<file path="src/design/rv_decode_params.svh">
`ifndef RV_DECODE_PARAMS_SVH
`define RV_DECODE_PARAMS_SVH

// Data path width
`define RV_XLEN 64

// Fetched instruction word width
`define RV_ILEN 32

// Register address width
`define RV_REG_W 5

// Major opcode field width
`define RV_OPCODE_W 7

`endif

</file>
<file path="src/design/rv_decode_pkg.sv">
`include "rv_decode_params.svh"

package rv_decode_pkg;

  // Major opcodes that the decoder recognises
  typedef enum logic [`RV_OPCODE_W-1:0] {
    OPCODE_LOAD      = 7'b0000011,
    OPCODE_OP_IMM    = 7'b0010011,
    OPCODE_AUIPC     = 7'b0010111,
    OPCODE_OP_IMM_32 = 7'b0011011,
    OPCODE_STORE     = 7'b0100011,
    OPCODE_OP        = 7'b0110011,
    OPCODE_LUI       = 7'b0110111,
    OPCODE_OP_32     = 7'b0111011,
    OPCODE_BRANCH    = 7'b1100011,
    OPCODE_JALR      = 7'b1100111,
    OPCODE_JAL       = 7'b1101111,
    OPCODE_SYSTEM    = 7'b1110011
  } opcode_e;

  typedef enum logic [2:0] {
    OP_ALU, OP_BRANCH, OP_JUMP, OP_MEM, OP_SYSTEM
  } op_type_e;

  typedef enum logic [2:0] {
    ALU_ADD, ALU_SUB, ALU_SCC, ALU_XOR, ALU_OR, ALU_AND, ALU_SHIFT
  } alu_op_e;

  typedef enum logic [1:0] {
    SHIFT_OP_SLL, SHIFT_OP_SRL, SHIFT_OP_SRA
  } shift_op_e;

  // Same encoding as the branch funct3
  typedef enum logic [2:0] {
    CC_EQ  = 3'b000,
    CC_NE  = 3'b001,
    CC_LT  = 3'b100,
    CC_GE  = 3'b101,
    CC_LTU = 3'b110,
    CC_GEU = 3'b111
  } cond_e;

  typedef enum logic {
    SIZE_EXT_SIGNED, SIZE_EXT_ZERO
  } size_ext_e;

  typedef enum logic {
    MEM_LOAD, MEM_STORE
  } mem_op_e;

  typedef enum logic [1:0] {
    PRIV_LVL_U = 2'b00,
    PRIV_LVL_S = 2'b01,
    PRIV_LVL_M = 2'b11
  } priv_lvl_e;

  typedef enum logic [3:0] {
    EXC_CAUSE_ILLEGAL_INSN = 4'd2,
    EXC_CAUSE_BREAKPOINT   = 4'd3,
    EXC_CAUSE_ECALL_UMODE  = 4'd8,
    EXC_CAUSE_ECALL_SMODE  = 4'd9,
    EXC_CAUSE_ECALL_MMODE  = 4'd11
  } exc_cause_e;

  // Per-stage item slot
  typedef enum logic [1:0] {
    SLOT_EMPTY, SLOT_FULL_WAIT_REQ_LOW, SLOT_SENDING, SLOT_WAIT_ACK_LOW
  } slot_state_e;

  typedef struct packed {
    logic [`RV_ILEN-1:0] instr;
    logic [`RV_XLEN-1:0] pc;
    priv_lvl_e           prv;
  } fetch_item_t;

  typedef struct packed {
    fetch_item_t             fetch;
    logic [`RV_XLEN-1:0]     imm;
    logic [`RV_OPCODE_W-1:0] opcode;
    logic [2:0]              funct3;
    logic [6:0]              funct7;
    logic [`RV_REG_W-1:0]    rd;
    logic [`RV_REG_W-1:0]    rs1;
    logic [`RV_REG_W-1:0]    rs2;
  } field_item_t;

  typedef struct packed {
    logic [`RV_XLEN-1:0]  pc;
    logic [`RV_ILEN-1:0]  instr;
    priv_lvl_e            prv;
    logic [`RV_XLEN-1:0]  imm;
    op_type_e             op_type;
    alu_op_e              alu_op;
    shift_op_e            shift_op;
    cond_e                condition;
    logic [1:0]           size;
    size_ext_e            size_ext;
    mem_op_e              mem_op;
    logic [`RV_REG_W-1:0] rd;
    logic [`RV_REG_W-1:0] rs1;
    logic [`RV_REG_W-1:0] rs2;
    logic                 use_imm;
    logic                 adder_use_pc;
    logic                 adder_use_imm;
    logic                 illegal;
    logic                 ecall;
    logic                 ebreak;
    logic                 eret;
  } op_item_t;

  typedef struct packed {
    logic [`RV_XLEN-1:0]  pc;
    logic [`RV_XLEN-1:0]  imm;
    op_type_e             op_type;
    alu_op_e              alu_op;
    shift_op_e            shift_op;
    cond_e                condition;
    logic [1:0]           size;
    size_ext_e            size_ext;
    mem_op_e              mem_op;
    logic [`RV_REG_W-1:0] rd;
    logic [`RV_REG_W-1:0] rs1;
    logic [`RV_REG_W-1:0] rs2;
    logic                 use_imm;
    logic                 adder_use_pc;
    logic                 adder_use_imm;
    logic                 illegal;
    logic                 ecall;
    logic                 ebreak;
    logic                 eret;
    logic                 ex_valid;
    exc_cause_e           cause;
    logic [`RV_XLEN-1:0]  tval;
  } decoded_item_t;

endpackage

</file>
<file path="src/design/rv_field_stage.sv">
`timescale 1ns/1ns
`include "rv_decode_params.svh"

module rv_field_stage (
  input  logic                       clk_i,
  input  logic                       reset_i,
  input  logic                       in_req_i,
  input  rv_decode_pkg::fetch_item_t in_data_i,
  output logic                       in_ack_o,
  output logic                       out_req_o,
  output rv_decode_pkg::field_item_t out_data_o,
  input  logic                       out_ack_i
);

  rv_decode_pkg::slot_state_e state_q;
  rv_decode_pkg::fetch_item_t hold_q;
  rv_decode_pkg::field_item_t field_d;

  logic capture;
  logic launch;

  assign capture = state_q == rv_decode_pkg::SLOT_EMPTY && in_req_i && !in_ack_o;
  assign launch  = state_q == rv_decode_pkg::SLOT_FULL_WAIT_REQ_LOW;

  ////////////////////
  // Handshake slot
  ////////////////////

  always_ff @(posedge clk_i) begin
    if (reset_i) begin
      state_q   <= rv_decode_pkg::SLOT_EMPTY;
      in_ack_o  <= 1'b0;
      out_req_o <= 1'b0;
    end else begin
      // Ack falls once the sender has let go of req
      if (in_ack_o && !in_req_i) in_ack_o <= 1'b0;
      unique case (state_q)
        rv_decode_pkg::SLOT_EMPTY: begin
          if (capture) begin
            in_ack_o <= 1'b1;
            state_q  <= rv_decode_pkg::SLOT_FULL_WAIT_REQ_LOW;
          end
        end
        rv_decode_pkg::SLOT_FULL_WAIT_REQ_LOW: begin
          out_req_o <= 1'b1;
          state_q   <= rv_decode_pkg::SLOT_SENDING;
        end
        rv_decode_pkg::SLOT_SENDING: begin
          if (out_ack_i) begin
            out_req_o <= 1'b0;
            state_q   <= rv_decode_pkg::SLOT_WAIT_ACK_LOW;
          end
        end
        default: begin
          if (!out_ack_i) state_q <= rv_decode_pkg::SLOT_EMPTY;
        end
      endcase
    end
  end

  always_ff @(posedge clk_i) begin
    if (capture) hold_q <= in_data_i;
    if (launch) out_data_o <= field_d;
  end

  ////////////////////
  // Field split
  ////////////////////

  logic [`RV_ILEN-1:0] instr;
  assign instr = hold_q.instr;

  always_comb begin
    field_d.fetch  = hold_q;
    field_d.opcode = instr[6:0];
    field_d.funct3 = instr[14:12];
    field_d.funct7 = instr[31:25];
    field_d.rd     = instr[11:7];
    field_d.rs1    = instr[19:15];
    field_d.rs2    = instr[24:20];

    // Immediate by format, sign extended to full width
    unique case (rv_decode_pkg::opcode_e'(instr[6:0]))
      rv_decode_pkg::OPCODE_LOAD, rv_decode_pkg::OPCODE_OP_IMM,
      rv_decode_pkg::OPCODE_OP_IMM_32, rv_decode_pkg::OPCODE_JALR:
        field_d.imm = {{(`RV_XLEN-12){instr[31]}}, instr[31:20]};
      rv_decode_pkg::OPCODE_STORE:
        field_d.imm = {{(`RV_XLEN-12){instr[31]}}, instr[31:25], instr[11:7]};
      rv_decode_pkg::OPCODE_BRANCH:
        field_d.imm = {{(`RV_XLEN-13){instr[31]}}, instr[31], instr[7], instr[30:25],
                       instr[11:8], 1'b0};
      rv_decode_pkg::OPCODE_LUI, rv_decode_pkg::OPCODE_AUIPC:
        field_d.imm = {{(`RV_XLEN-32){instr[31]}}, instr[31:12], 12'b0};
      rv_decode_pkg::OPCODE_JAL:
        field_d.imm = {{(`RV_XLEN-21){instr[31]}}, instr[31], instr[19:12], instr[20],
                       instr[30:21], 1'b0};
      default:
        field_d.imm = '0;
    endcase
  end

endmodule

</file>
<file path="src/design/rv_op_stage.sv">
`timescale 1ns/1ns

module rv_op_stage (
  input  logic                       clk_i,
  input  logic                       reset_i,
  input  logic                       in_req_i,
  input  rv_decode_pkg::field_item_t in_data_i,
  output logic                       in_ack_o,
  output logic                       out_req_o,
  output rv_decode_pkg::op_item_t    out_data_o,
  input  logic                       out_ack_i
);

  rv_decode_pkg::slot_state_e state_q;
  rv_decode_pkg::field_item_t hold_q;
  rv_decode_pkg::op_item_t    op_d;

  logic capture;
  logic launch;

  assign capture = state_q == rv_decode_pkg::SLOT_EMPTY && in_req_i && !in_ack_o;
  assign launch  = state_q == rv_decode_pkg::SLOT_FULL_WAIT_REQ_LOW;

  ////////////////////
  // Handshake slot
  ////////////////////

  always_ff @(posedge clk_i) begin
    if (reset_i) begin
      state_q   <= rv_decode_pkg::SLOT_EMPTY;
      in_ack_o  <= 1'b0;
      out_req_o <= 1'b0;
    end else begin
      if (in_ack_o && !in_req_i) in_ack_o <= 1'b0;
      unique case (state_q)
        rv_decode_pkg::SLOT_EMPTY: begin
          if (capture) begin
            in_ack_o <= 1'b1;
            state_q  <= rv_decode_pkg::SLOT_FULL_WAIT_REQ_LOW;
          end
        end
        rv_decode_pkg::SLOT_FULL_WAIT_REQ_LOW: begin
          out_req_o <= 1'b1;
          state_q   <= rv_decode_pkg::SLOT_SENDING;
        end
        rv_decode_pkg::SLOT_SENDING: begin
          if (out_ack_i) begin
            out_req_o <= 1'b0;
            state_q   <= rv_decode_pkg::SLOT_WAIT_ACK_LOW;
          end
        end
        default: begin
          if (!out_ack_i) state_q <= rv_decode_pkg::SLOT_EMPTY;
        end
      endcase
    end
  end

  always_ff @(posedge clk_i) begin
    if (capture) hold_q <= in_data_i;
    if (launch) out_data_o <= op_d;
  end

  ////////////////////
  // Operation decode
  ////////////////////

  logic       rd_en;
  logic       rs1_en;
  logic       rs2_en;
  logic [2:0] f3;
  logic [6:0] f7;

  assign f3 = hold_q.funct3;
  assign f7 = hold_q.funct7;

  always_comb begin
    op_d = '0;
    op_d.pc       = hold_q.fetch.pc;
    op_d.instr    = hold_q.fetch.instr;
    op_d.prv      = hold_q.fetch.prv;
    op_d.imm      = hold_q.imm;
    op_d.op_type  = rv_decode_pkg::OP_ALU;
    op_d.alu_op   = rv_decode_pkg::ALU_ADD;
    op_d.shift_op = rv_decode_pkg::SHIFT_OP_SLL;
    op_d.condition = rv_decode_pkg::CC_EQ;
    op_d.size     = 2'b11;
    op_d.size_ext = rv_decode_pkg::SIZE_EXT_SIGNED;
    op_d.mem_op   = rv_decode_pkg::MEM_LOAD;
    rd_en  = 1'b0;
    rs1_en = 1'b0;
    rs2_en = 1'b0;

    unique case (rv_decode_pkg::opcode_e'(hold_q.opcode))
      rv_decode_pkg::OPCODE_JAL: begin
        op_d.op_type = rv_decode_pkg::OP_JUMP;
        op_d.adder_use_pc  = 1'b1;
        op_d.adder_use_imm = 1'b1;
        rd_en = 1'b1;
      end
      rv_decode_pkg::OPCODE_JALR: begin
        op_d.op_type = rv_decode_pkg::OP_JUMP;
        op_d.adder_use_imm = 1'b1;
        rd_en  = 1'b1;
        rs1_en = 1'b1;
        op_d.illegal = f3 != 3'b000;
      end
      rv_decode_pkg::OPCODE_BRANCH: begin
        op_d.op_type   = rv_decode_pkg::OP_BRANCH;
        op_d.condition = rv_decode_pkg::cond_e'(f3);
        op_d.adder_use_pc  = 1'b1;
        op_d.adder_use_imm = 1'b1;
        rs1_en = 1'b1;
        rs2_en = 1'b1;
        // 010 and 011 have no branch condition
        op_d.illegal = f3[2:1] == 2'b01;
      end
      rv_decode_pkg::OPCODE_LOAD: begin
        op_d.op_type  = rv_decode_pkg::OP_MEM;
        op_d.size     = f3[1:0];
        op_d.size_ext = f3[2] ? rv_decode_pkg::SIZE_EXT_ZERO : rv_decode_pkg::SIZE_EXT_SIGNED;
        op_d.adder_use_imm = 1'b1;
        rd_en  = 1'b1;
        rs1_en = 1'b1;
        op_d.illegal = f3 == 3'b111;
      end
      rv_decode_pkg::OPCODE_STORE: begin
        op_d.op_type = rv_decode_pkg::OP_MEM;
        op_d.size    = f3[1:0];
        op_d.mem_op  = rv_decode_pkg::MEM_STORE;
        op_d.adder_use_imm = 1'b1;
        rs1_en = 1'b1;
        rs2_en = 1'b1;
        op_d.illegal = f3[2];
      end
      rv_decode_pkg::OPCODE_LUI: begin
        op_d.adder_use_imm = 1'b1;
        rd_en = 1'b1;
      end
      rv_decode_pkg::OPCODE_AUIPC: begin
        op_d.adder_use_pc  = 1'b1;
        op_d.adder_use_imm = 1'b1;
        rd_en = 1'b1;
      end
      rv_decode_pkg::OPCODE_OP_IMM, rv_decode_pkg::OPCODE_OP_IMM_32: begin
        op_d.use_imm       = 1'b1;
        op_d.adder_use_imm = 1'b1;
        rd_en  = 1'b1;
        rs1_en = 1'b1;
        // Word forms only have ADDIW and the shifts
        if (hold_q.opcode[3]) begin
          op_d.size    = 2'b10;
          op_d.illegal = !(f3 inside {3'b000, 3'b001, 3'b101});
        end
        unique case (f3)
          3'b010: begin
            op_d.alu_op    = rv_decode_pkg::ALU_SCC;
            op_d.condition = rv_decode_pkg::CC_LT;
          end
          3'b011: begin
            op_d.alu_op    = rv_decode_pkg::ALU_SCC;
            op_d.condition = rv_decode_pkg::CC_LTU;
          end
          3'b100: op_d.alu_op = rv_decode_pkg::ALU_XOR;
          3'b110: op_d.alu_op = rv_decode_pkg::ALU_OR;
          3'b111: op_d.alu_op = rv_decode_pkg::ALU_AND;
          3'b001, 3'b101: begin
            op_d.alu_op = rv_decode_pkg::ALU_SHIFT;
            // shamt[5] belongs to funct7[0] only in the 64-bit form
            if (f7[6:1] == 6'b000000 && (!hold_q.opcode[3] || !f7[0])) begin
              op_d.shift_op = f3[2] ? rv_decode_pkg::SHIFT_OP_SRL : rv_decode_pkg::SHIFT_OP_SLL;
            end else if (f3[2] && f7[6:1] == 6'b010000 && (!hold_q.opcode[3] || !f7[0])) begin
              op_d.shift_op = rv_decode_pkg::SHIFT_OP_SRA;
            end else begin
              op_d.illegal = 1'b1;
            end
          end
          default: op_d.alu_op = rv_decode_pkg::ALU_ADD;
        endcase
      end
      rv_decode_pkg::OPCODE_OP, rv_decode_pkg::OPCODE_OP_32: begin
        rd_en  = 1'b1;
        rs1_en = 1'b1;
        rs2_en = 1'b1;
        if (hold_q.opcode[3]) op_d.size = 2'b10;
        unique case ({f7, f3})
          {7'b0000000, 3'b000}: op_d.alu_op = rv_decode_pkg::ALU_ADD;
          {7'b0100000, 3'b000}: op_d.alu_op = rv_decode_pkg::ALU_SUB;
          {7'b0000000, 3'b001}: op_d.alu_op = rv_decode_pkg::ALU_SHIFT;
          {7'b0000000, 3'b101}: begin
            op_d.alu_op   = rv_decode_pkg::ALU_SHIFT;
            op_d.shift_op = rv_decode_pkg::SHIFT_OP_SRL;
          end
          {7'b0100000, 3'b101}: begin
            op_d.alu_op   = rv_decode_pkg::ALU_SHIFT;
            op_d.shift_op = rv_decode_pkg::SHIFT_OP_SRA;
          end
          {7'b0000000, 3'b010}: begin
            op_d.alu_op    = rv_decode_pkg::ALU_SCC;
            op_d.condition = rv_decode_pkg::CC_LT;
            op_d.illegal   = hold_q.opcode[3];
          end
          {7'b0000000, 3'b011}: begin
            op_d.alu_op    = rv_decode_pkg::ALU_SCC;
            op_d.condition = rv_decode_pkg::CC_LTU;
            op_d.illegal   = hold_q.opcode[3];
          end
          {7'b0000000, 3'b100}: begin
            op_d.alu_op  = rv_decode_pkg::ALU_XOR;
            op_d.illegal = hold_q.opcode[3];
          end
          {7'b0000000, 3'b110}: begin
            op_d.alu_op  = rv_decode_pkg::ALU_OR;
            op_d.illegal = hold_q.opcode[3];
          end
          {7'b0000000, 3'b111}: begin
            op_d.alu_op  = rv_decode_pkg::ALU_AND;
            op_d.illegal = hold_q.opcode[3];
          end
          default: op_d.illegal = 1'b1;
        endcase
      end
      rv_decode_pkg::OPCODE_SYSTEM: begin
        // Both sources are read since the backend drains for SYSTEM anyway
        rs1_en = 1'b1;
        rs2_en = 1'b1;
        if (f3 != 3'b000) begin
          op_d.illegal = 1'b1;
        end else begin
          unique case (hold_q.fetch.instr[31:20])
            12'h000: op_d.ecall  = 1'b1;
            12'h001: op_d.ebreak = 1'b1;
            12'h302: begin
              op_d.op_type = rv_decode_pkg::OP_SYSTEM;
              op_d.eret    = 1'b1;
              op_d.illegal = hold_q.fetch.prv != rv_decode_pkg::PRIV_LVL_M;
            end
            default: op_d.illegal = 1'b1;
          endcase
        end
      end
      default: op_d.illegal = 1'b1;
    endcase

    op_d.rd  = rd_en  ? hold_q.rd  : '0;
    op_d.rs1 = rs1_en ? hold_q.rs1 : '0;
    op_d.rs2 = rs2_en ? hold_q.rs2 : '0;
  end

endmodule

</file>
<file path="src/design/rv_exc_stage.sv">
`timescale 1ns/1ns
`include "rv_decode_params.svh"

module rv_exc_stage (
  input  logic                         clk_i,
  input  logic                         reset_i,
  input  logic                         in_req_i,
  input  rv_decode_pkg::op_item_t      in_data_i,
  output logic                         in_ack_o,
  output logic                         out_req_o,
  output rv_decode_pkg::decoded_item_t out_data_o,
  input  logic                         out_ack_i
);

  rv_decode_pkg::slot_state_e   state_q;
  rv_decode_pkg::op_item_t      hold_q;
  rv_decode_pkg::decoded_item_t dec_d;

  logic capture;
  logic launch;

  assign capture = state_q == rv_decode_pkg::SLOT_EMPTY && in_req_i && !in_ack_o;
  assign launch  = state_q == rv_decode_pkg::SLOT_FULL_WAIT_REQ_LOW;

  ////////////////////
  // Handshake slot
  ////////////////////

  always_ff @(posedge clk_i) begin
    if (reset_i) begin
      state_q   <= rv_decode_pkg::SLOT_EMPTY;
      in_ack_o  <= 1'b0;
      out_req_o <= 1'b0;
    end else begin
      if (in_ack_o && !in_req_i) in_ack_o <= 1'b0;
      unique case (state_q)
        rv_decode_pkg::SLOT_EMPTY: begin
          if (capture) begin
            in_ack_o <= 1'b1;
            state_q  <= rv_decode_pkg::SLOT_FULL_WAIT_REQ_LOW;
          end
        end
        rv_decode_pkg::SLOT_FULL_WAIT_REQ_LOW: begin
          out_req_o <= 1'b1;
          state_q   <= rv_decode_pkg::SLOT_SENDING;
        end
        rv_decode_pkg::SLOT_SENDING: begin
          // Final item stays on the port until the consumer takes it
          if (out_ack_i) begin
            out_req_o <= 1'b0;
            state_q   <= rv_decode_pkg::SLOT_WAIT_ACK_LOW;
          end
        end
        default: begin
          if (!out_ack_i) state_q <= rv_decode_pkg::SLOT_EMPTY;
        end
      endcase
    end
  end

  always_ff @(posedge clk_i) begin
    if (capture) hold_q <= in_data_i;
    if (launch) out_data_o <= dec_d;
  end

  ////////////////////
  // Exception select
  ////////////////////

  always_comb begin
    dec_d.pc            = hold_q.pc;
    dec_d.imm           = hold_q.imm;
    dec_d.op_type       = hold_q.op_type;
    dec_d.alu_op        = hold_q.alu_op;
    dec_d.shift_op      = hold_q.shift_op;
    dec_d.condition     = hold_q.condition;
    dec_d.size          = hold_q.size;
    dec_d.size_ext      = hold_q.size_ext;
    dec_d.mem_op        = hold_q.mem_op;
    dec_d.rd            = hold_q.rd;
    dec_d.rs1           = hold_q.rs1;
    dec_d.rs2           = hold_q.rs2;
    dec_d.use_imm       = hold_q.use_imm;
    dec_d.adder_use_pc  = hold_q.adder_use_pc;
    dec_d.adder_use_imm = hold_q.adder_use_imm;
    dec_d.illegal       = hold_q.illegal;
    dec_d.ecall         = hold_q.ecall;
    dec_d.ebreak        = hold_q.ebreak;
    dec_d.eret          = hold_q.eret;
    dec_d.ex_valid      = hold_q.illegal || hold_q.ecall || hold_q.ebreak;
    dec_d.tval          = '0;

    // Illegal wins over ecall, ecall over ebreak
    if (hold_q.illegal) begin
      dec_d.cause = rv_decode_pkg::EXC_CAUSE_ILLEGAL_INSN;
      dec_d.tval  = {{(`RV_XLEN-`RV_ILEN){1'b0}}, hold_q.instr};
    end else if (hold_q.ecall) begin
      // 8 + privilege gives the U, S and M ecall causes
      dec_d.cause = rv_decode_pkg::exc_cause_e'({2'b10, hold_q.prv});
    end else if (hold_q.ebreak) begin
      dec_d.cause = rv_decode_pkg::EXC_CAUSE_BREAKPOINT;
    end else begin
      dec_d.cause = rv_decode_pkg::EXC_CAUSE_ILLEGAL_INSN;
    end
  end

endmodule

</file>
<file path="src/design/rv_decoder.sv">
`timescale 1ns/1ns

module rv_decoder (
  input  logic                         clk_i,
  input  logic                         reset_i,
  input  logic                         in_req_i,
  input  rv_decode_pkg::fetch_item_t   in_data_i,
  output logic                         in_ack_o,
  output logic                         out_req_o,
  output rv_decode_pkg::decoded_item_t out_data_o,
  input  logic                         out_ack_i
);

  logic                       f2o_req;
  logic                       f2o_ack;
  rv_decode_pkg::field_item_t f2o_data;

  logic                       o2e_req;
  logic                       o2e_ack;
  rv_decode_pkg::op_item_t    o2e_data;

  // Fields and immediate
  rv_field_stage field_stage_i (
    .clk_i      (clk_i),
    .reset_i    (reset_i),
    .in_req_i   (in_req_i),
    .in_data_i  (in_data_i),
    .in_ack_o   (in_ack_o),
    .out_req_o  (f2o_req),
    .out_data_o (f2o_data),
    .out_ack_i  (f2o_ack)
  );

  // Operation tables and illegal check
  rv_op_stage op_stage_i (
    .clk_i      (clk_i),
    .reset_i    (reset_i),
    .in_req_i   (f2o_req),
    .in_data_i  (f2o_data),
    .in_ack_o   (f2o_ack),
    .out_req_o  (o2e_req),
    .out_data_o (o2e_data),
    .out_ack_i  (o2e_ack)
  );

  // Exception priority and output hold
  rv_exc_stage exc_stage_i (
    .clk_i      (clk_i),
    .reset_i    (reset_i),
    .in_req_i   (o2e_req),
    .in_data_i  (o2e_data),
    .in_ack_o   (o2e_ack),
    .out_req_o  (out_req_o),
    .out_data_o (out_data_o),
    .out_ack_i  (out_ack_i)
  );

endmodule

</file>
<file path="config.mk">
export PLATFORM = sky130hd
export DESIGN_NAME = rv_decoder
export DESIGN_NICKNAME = d
export VERILOG_FILES = /design/src/design/rv_decode_pkg.sv /design/src/design/rv_field_stage.sv /design/src/design/rv_op_stage.sv /design/src/design/rv_exc_stage.sv /design/src/design/rv_decoder.sv
export VERILOG_INCLUDE_DIRS = /design/src /design/src/design
export SDC_FILE = /design/constraint.sdc
export NUM_CORES = 1
export LEC_CHECK = 0
export BUFFER_PORTS_ARGS = -buffer_cell sky130_fd_sc_hd__buf_2
export CORE_ASPECT_RATIO = 1.1
export CORE_MARGIN = 5
export CORE_UTILIZATION = 29
export DETAILED_ROUTE_END_ITERATION = 7
export PLACE_DENSITY_LB_ADDON = 0.05
export SLEW_MARGIN = 20
export SYNTH_ARGS = -nofsm -noshare
export SYNTH_HDL_FRONTEND = slang
export SYNTH_SLANG_ARGS = --single-unit
</file>
<file path="constraint.sdc">
create_clock -name clk_i -period 8.7 [get_ports clk_i]
set_input_delay 0.87 -clock clk_i [delete_from_list [all_inputs] [get_ports clk_i]]
set_output_delay 0.87 -clock clk_i [all_outputs]
set_load 0.03 [all_outputs]
</file>
==> results_tabular.tex <==
\begin{tabular}{lr}
\hline
Metric & Value \\
\hline
\multicolumn{2}{l}{\textbf{Outcome}} \\
\quad Outcome & finished clean \\
\multicolumn{2}{l}{\textbf{Synthesis}} \\
\quad Largest area contributor in the netlist & sky130\_fd\_sc\_hd\_\_edfxtp\_1 \\
\quad Post-synthesis sequential area ratio & 91.6\% \\
\quad Per-instance average area after synthesis & 22.8 um2 \\
\quad Number of library cell types mapped by synthesis & 50 \\
\quad Synth cell count leaders & sky130\_fd\_sc\_hd\_\_edfxtp\_1, sky130\_fd\_sc\_hd\_\_buf\_4, sky130\_fd\_sc\_hd\_\_and2\_1, sky130\_fd\_sc\_hd\_\_nor2\_1, sky130\_fd\_sc\_hd\_\_a21o\_1 \\
\quad Main synth FF type & sky130\_fd\_sc\_hd\_\_edfxtp\_1 \\
\quad Number of enable-type register cells in the synthesized netlist & 861 \\
\quad Post-synthesis instance area & 28500 um2 \\
\quad Most common cell in the synthesized netlist & sky130\_fd\_sc\_hd\_\_edfxtp\_1 \\
\quad Async set or reset register ratio after synthesis & 0\% \\
\quad Yosys Warn Count & 0 \\
\quad Synthesized instance count & 1249 \\
\quad Fraction of synthesized cell area taken by the top area cell type & 90.8\% \\
\quad Top cells by area in the synthesized netlist & sky130\_fd\_sc\_hd\_\_edfxtp\_1, sky130\_fd\_sc\_hd\_\_buf\_4, sky130\_fd\_sc\_hd\_\_and2\_1 \\
\quad Number of storage elements in the synthesis netlist & 873 \\
\multicolumn{2}{l}{\textbf{Place}} \\
\quad Placement Setup Slack & 5420 ps \\
\quad Routability-driven placement congestion ratio & 0.718 \\
\quad Buffers on Ports & 304 \\
\quad DP HPWL & 35600 um \\
\multicolumn{2}{l}{\textbf{Layout}} \\
\quad Layout cell share with drive strength beyond 1 & 27.4\% \\
\quad Layout overhead on the synthesized area & 20.7\% \\
\quad Number of nets at the end of the flow & 1724 \\
\multicolumn{2}{l}{\textbf{Route}} \\
\quad Routed wire length & 56500 um \\
\quad Routed vias & 11.9k \\
\quad Detailed-route DRC error count & 0 \\
\quad Average detailed-routed wire length per instance & 19.0 um \\
\quad Residual antenna-violating net count after detailed routing & 0 \\
\quad Pre-Repair DR Iteration Count & 6 \\
\quad Number of DRC markers in iteration 0 & 583 \\
\quad Via density per instance & 4.01 \\
\multicolumn{2}{l}{\textbf{STA}} \\
\quad Number of endpoints with negative hold slack in the final report & 0 \\
\quad Worst Tran Pin Value & 972 ps \\
\quad Max-slew violation total from the final report & 0 \\
\quad Final-layout setup total negative slack & 0 ps \\
\quad Final count of negative-setup-slack endpoints & 0 \\
\quad RSZ-0062 raised after global routing & no \\
\quad Minimum setup slack in the final design & 5560 ps \\
\quad Period utilisation layout & 36.1\% \\
\quad Highest clock rate & 318 MHz \\
\quad Max Clock Skew & 24.4 ps \\
\quad Final min period & 3140 ps \\
\quad Max transition margin & 34.8\% \\
\multicolumn{2}{l}{\textbf{Power}} \\
\quad Power density relative to cell area & 352 nW/um2 \\
\quad Static leakage & 11.8 nW \\
\quad Maximum resistive drop on vdd & 198 uV \\
\multicolumn{2}{l}{\textbf{Die}} \\
\quad Die outline height & 339 um \\
\quad Die width & 309 um \\
\quad Number of rows created at floorplan & 120 \\
\quad Core box area & 97400 um2 \\
\quad Initial Utilization & 29.2\% \\
\quad Io pins & 338 \\
\quad Area of the die & 105000 um2 \\
\multicolumn{2}{l}{\textbf{GRT}} \\
\quad Overall track demand over capacity in global routing & 10.7\% \\
\quad First-pass GRT wire length & 83800 um \\
\quad Initial antenna violation count & 4 \\
\quad Via count of the first global-routing pass & 12.7k \\
\quad Maximum number of pins on one net before global-route repair & 113 \\
\quad Global route overflow & 0 \\
\multicolumn{2}{l}{\textbf{CTS}} \\
\quad Number of H-tree levels & 3 \\
\quad Post-CTS resize count & 0 \\
\quad Post-CTS repair timing setup buffer count & 0 \\
\quad TritonCTS Buffers & 95 \\
\quad Later-pin clock latency in the skew report & 650 ps \\
\quad Clock sinks & 873 \\
\quad Worst-path clk slew & 60 ps \\
\quad CTS tree & done \\
\quad Root buffer cell & sky130\_fd\_sc\_hd\_\_clkbuf\_16 \\
\quad Count of hold buffers inserted by post-cts repair & 0 \\
\quad CTS max path bufs & 3 \\
\multicolumn{2}{l}{\textbf{Worst setup path}} \\
\quad Start-to-end type of the worst setup path & reg2reg \\
\quad Critical-path cell list & inv\_1 > ha\_4 > buf\_4 > buf\_4 \\
\quad Critical Path Source Type & register \\
\quad Max stage delay cell, worst path & sky130\_fd\_sc\_hd\_\_buf\_4 \\
\quad Most frequent cell on the critical path & sky130\_fd\_sc\_hd\_\_buf\_4 \\
\quad Critical Path Max Stage Delay & 800 ps \\
\quad Critical path data arrival time & 3390 ps \\
\quad Critical path fanouts, max & 68 \\
\quad Required arrival time at the worst endpoint & 8950 ps \\
\quad Endpoint kind of the worst setup timing path & register \\
\multicolumn{2}{l}{\textbf{Min path}} \\
\quad HP Class & in2reg \\
\multicolumn{2}{l}{\textbf{Run}} \\
\quad Max Cap Violations & 0 \\
\hline
\end{tabular}
## worst paths after layout
path | cells after the start | to | from | slack (ps)
worst max-delay path | 4 | op_stage_i.out_data_o[117]$_DFFE_PP_ | op_stage_i.state_q[1]$_SDFFE_PP0P_ | 5560
worst min-delay path | 1 | field_stage_i.field_d[112]$_DFFE_PP_ | in_data_i[16] | 400
worst max register to register | 4 | op_stage_i.out_data_o[117]$_DFFE_PP_ | op_stage_i.state_q[1]$_SDFFE_PP0P_ | 5560
worst min register to register | 0 | op_stage_i.hold_q[42]$_DFFE_PP_ | field_stage_i.out_data_o[42]$_DFFE_PP_ | 400
## registers in the layout, indices dropped and copies added (netlist names)
| register | cells |
|---|---|
| op_stage_i.f3 | 2 |
| op_stage_i.out_req_o | 1 |
| exc_stage_i.state_q | 2 |
| exc_stage_i.dec_d | 133 |
| field_stage_i.out_data_o | 130 |
| field_stage_i.out_req_o | 1 |
| exc_stage_i.out_data_o | 169 |
| exc_stage_i.in_ack_o | 1 |
| exc_stage_i.hold_q | 34 |
| field_stage_i.state_q | 2 |
| field_stage_i.instr | 32 |
| field_stage_i.field_d | 66 |
| op_stage_i.in_ack_o | 1 |
| op_stage_i.out_data_o | 167 |
| exc_stage_i.out_req_o | 1 |
| field_stage_i.in_ack_o | 1 |
| op_stage_i.hold_q | 121 |
| op_stage_i.f7 | 7 |
| op_stage_i.state_q | 2 |
## critical path: cells and delay by family (launching register included)
kind / cells / cell delay, ps
fa+ha+maj: 1 / 620
buf+inv: 3 / 1690
flops: 1 / 340
## per-stage QoR
stage	power (mW)	std cells	cell area [um2]	hold slack [ps]	utilization, %
3_5_place_dp	8.38	2793	31300	405	32.1
2_1_floorplan	7.77	1281	28600	400	-
3_3_place_gp	8.34	2793	31300	400	32.1
6_report	12.1	2970	34400	396	35.3
5_1_grt	12.7	2969	34400	350	35.3
4_1_cts	12.4	2967	34400	331	35.3
## power breakdown
group	internal [mW]	total, mW	switching (mW)
registers	6.12	6.47	0.353
clock network	2.31	3.92	1.61
logic	0.324	1.71	1.39
total	8.75	12.1	3.35
## area by class of cell
| cell class | count | area (um2) |
|---|---|---|
| Fill cell | 9098 | 63100 |
| Sequential cell | 873 | 26100 |
| Clock buffer | 114 | 2450 |
| Multi-Input combinational cell | 308 | 1950 |
| Timing Repair Buffer | 316 | 1640 |
| Tap cell | 1281 | 1600 |
| Clock inverter | 60 | 588 |
| Inverter | 16 | 60.1 |
| Antenna cell | 2 | 5.00 |
## layout by cell type, fill, tap and decap left out, types with 5 or more instances in the layout
| cell type | count |
|---|---|
| sky130_fd_sc_hd__edfxtp_1 | 861 |
| sky130_fd_sc_hd__buf_2 | 304 |
| sky130_fd_sc_hd__clkbuf_16 | 95 |
| sky130_fd_sc_hd__and2_1 | 59 |
| sky130_fd_sc_hd__nor2_1 | 37 |
| sky130_fd_sc_hd__conb_1 | 33 |
| sky130_fd_sc_hd__clkinv_1 | 23 |
| sky130_fd_sc_hd__a21o_1 | 20 |
| sky130_fd_sc_hd__clkbuf_1 | 19 |
| sky130_fd_sc_hd__inv_1 | 16 |
| sky130_fd_sc_hd__clkinv_2 | 15 |
| sky130_fd_sc_hd__nor3_1 | 13 |
| sky130_fd_sc_hd__a21oi_1 | 12 |
| sky130_fd_sc_hd__dfxtp_1 | 12 |
| sky130_fd_sc_hd__nand2_1 | 11 |
| sky130_fd_sc_hd__o21ai_0 | 11 |
| sky130_fd_sc_hd__nor2b_1 | 10 |
| sky130_fd_sc_hd__bufinv_16 | 10 |
| sky130_fd_sc_hd__buf_4 | 10 |
| sky130_fd_sc_hd__nand2b_1 | 9 |
| sky130_fd_sc_hd__ha_1 | 9 |
| sky130_fd_sc_hd__a22o_1 | 8 |
| sky130_fd_sc_hd__nand3_1 | 7 |
| sky130_fd_sc_hd__nor3b_1 | 5 |
| sky130_fd_sc_hd__nor4_1 | 5 |
## cells by family (layout without fill, tap and decap cells)
group	after synthesis	after routing	share of synthesized area, %
compound gates	78	78	1.95
fa+ha+maj	13	13	0.562
buf+inv	100	506	2.17
flops	873	873	91.6
mux	4	4	0.141
other cells	1	35	0.0132
simple gates	180	180	3.55
## layer usage
| metal | wire length [um] | vias up | part of all wire [%] | track usage (%) |
|---|---|---|---|---|
| met2 | 29200 | 344 | 52 | 18.6 |
| met3 | 3690 | 109 | 6.5 | 2.74 |
| met1 | 22300 | 5937 | 39 | 12.8 |
| met5 | 7 | - | 0.012 | 0 |
| met4 | 1370 | 2 | 2.4 | 3.81 |
| li1 | - | 5515 | - | - |
Power figures use the tool's default switching activity.
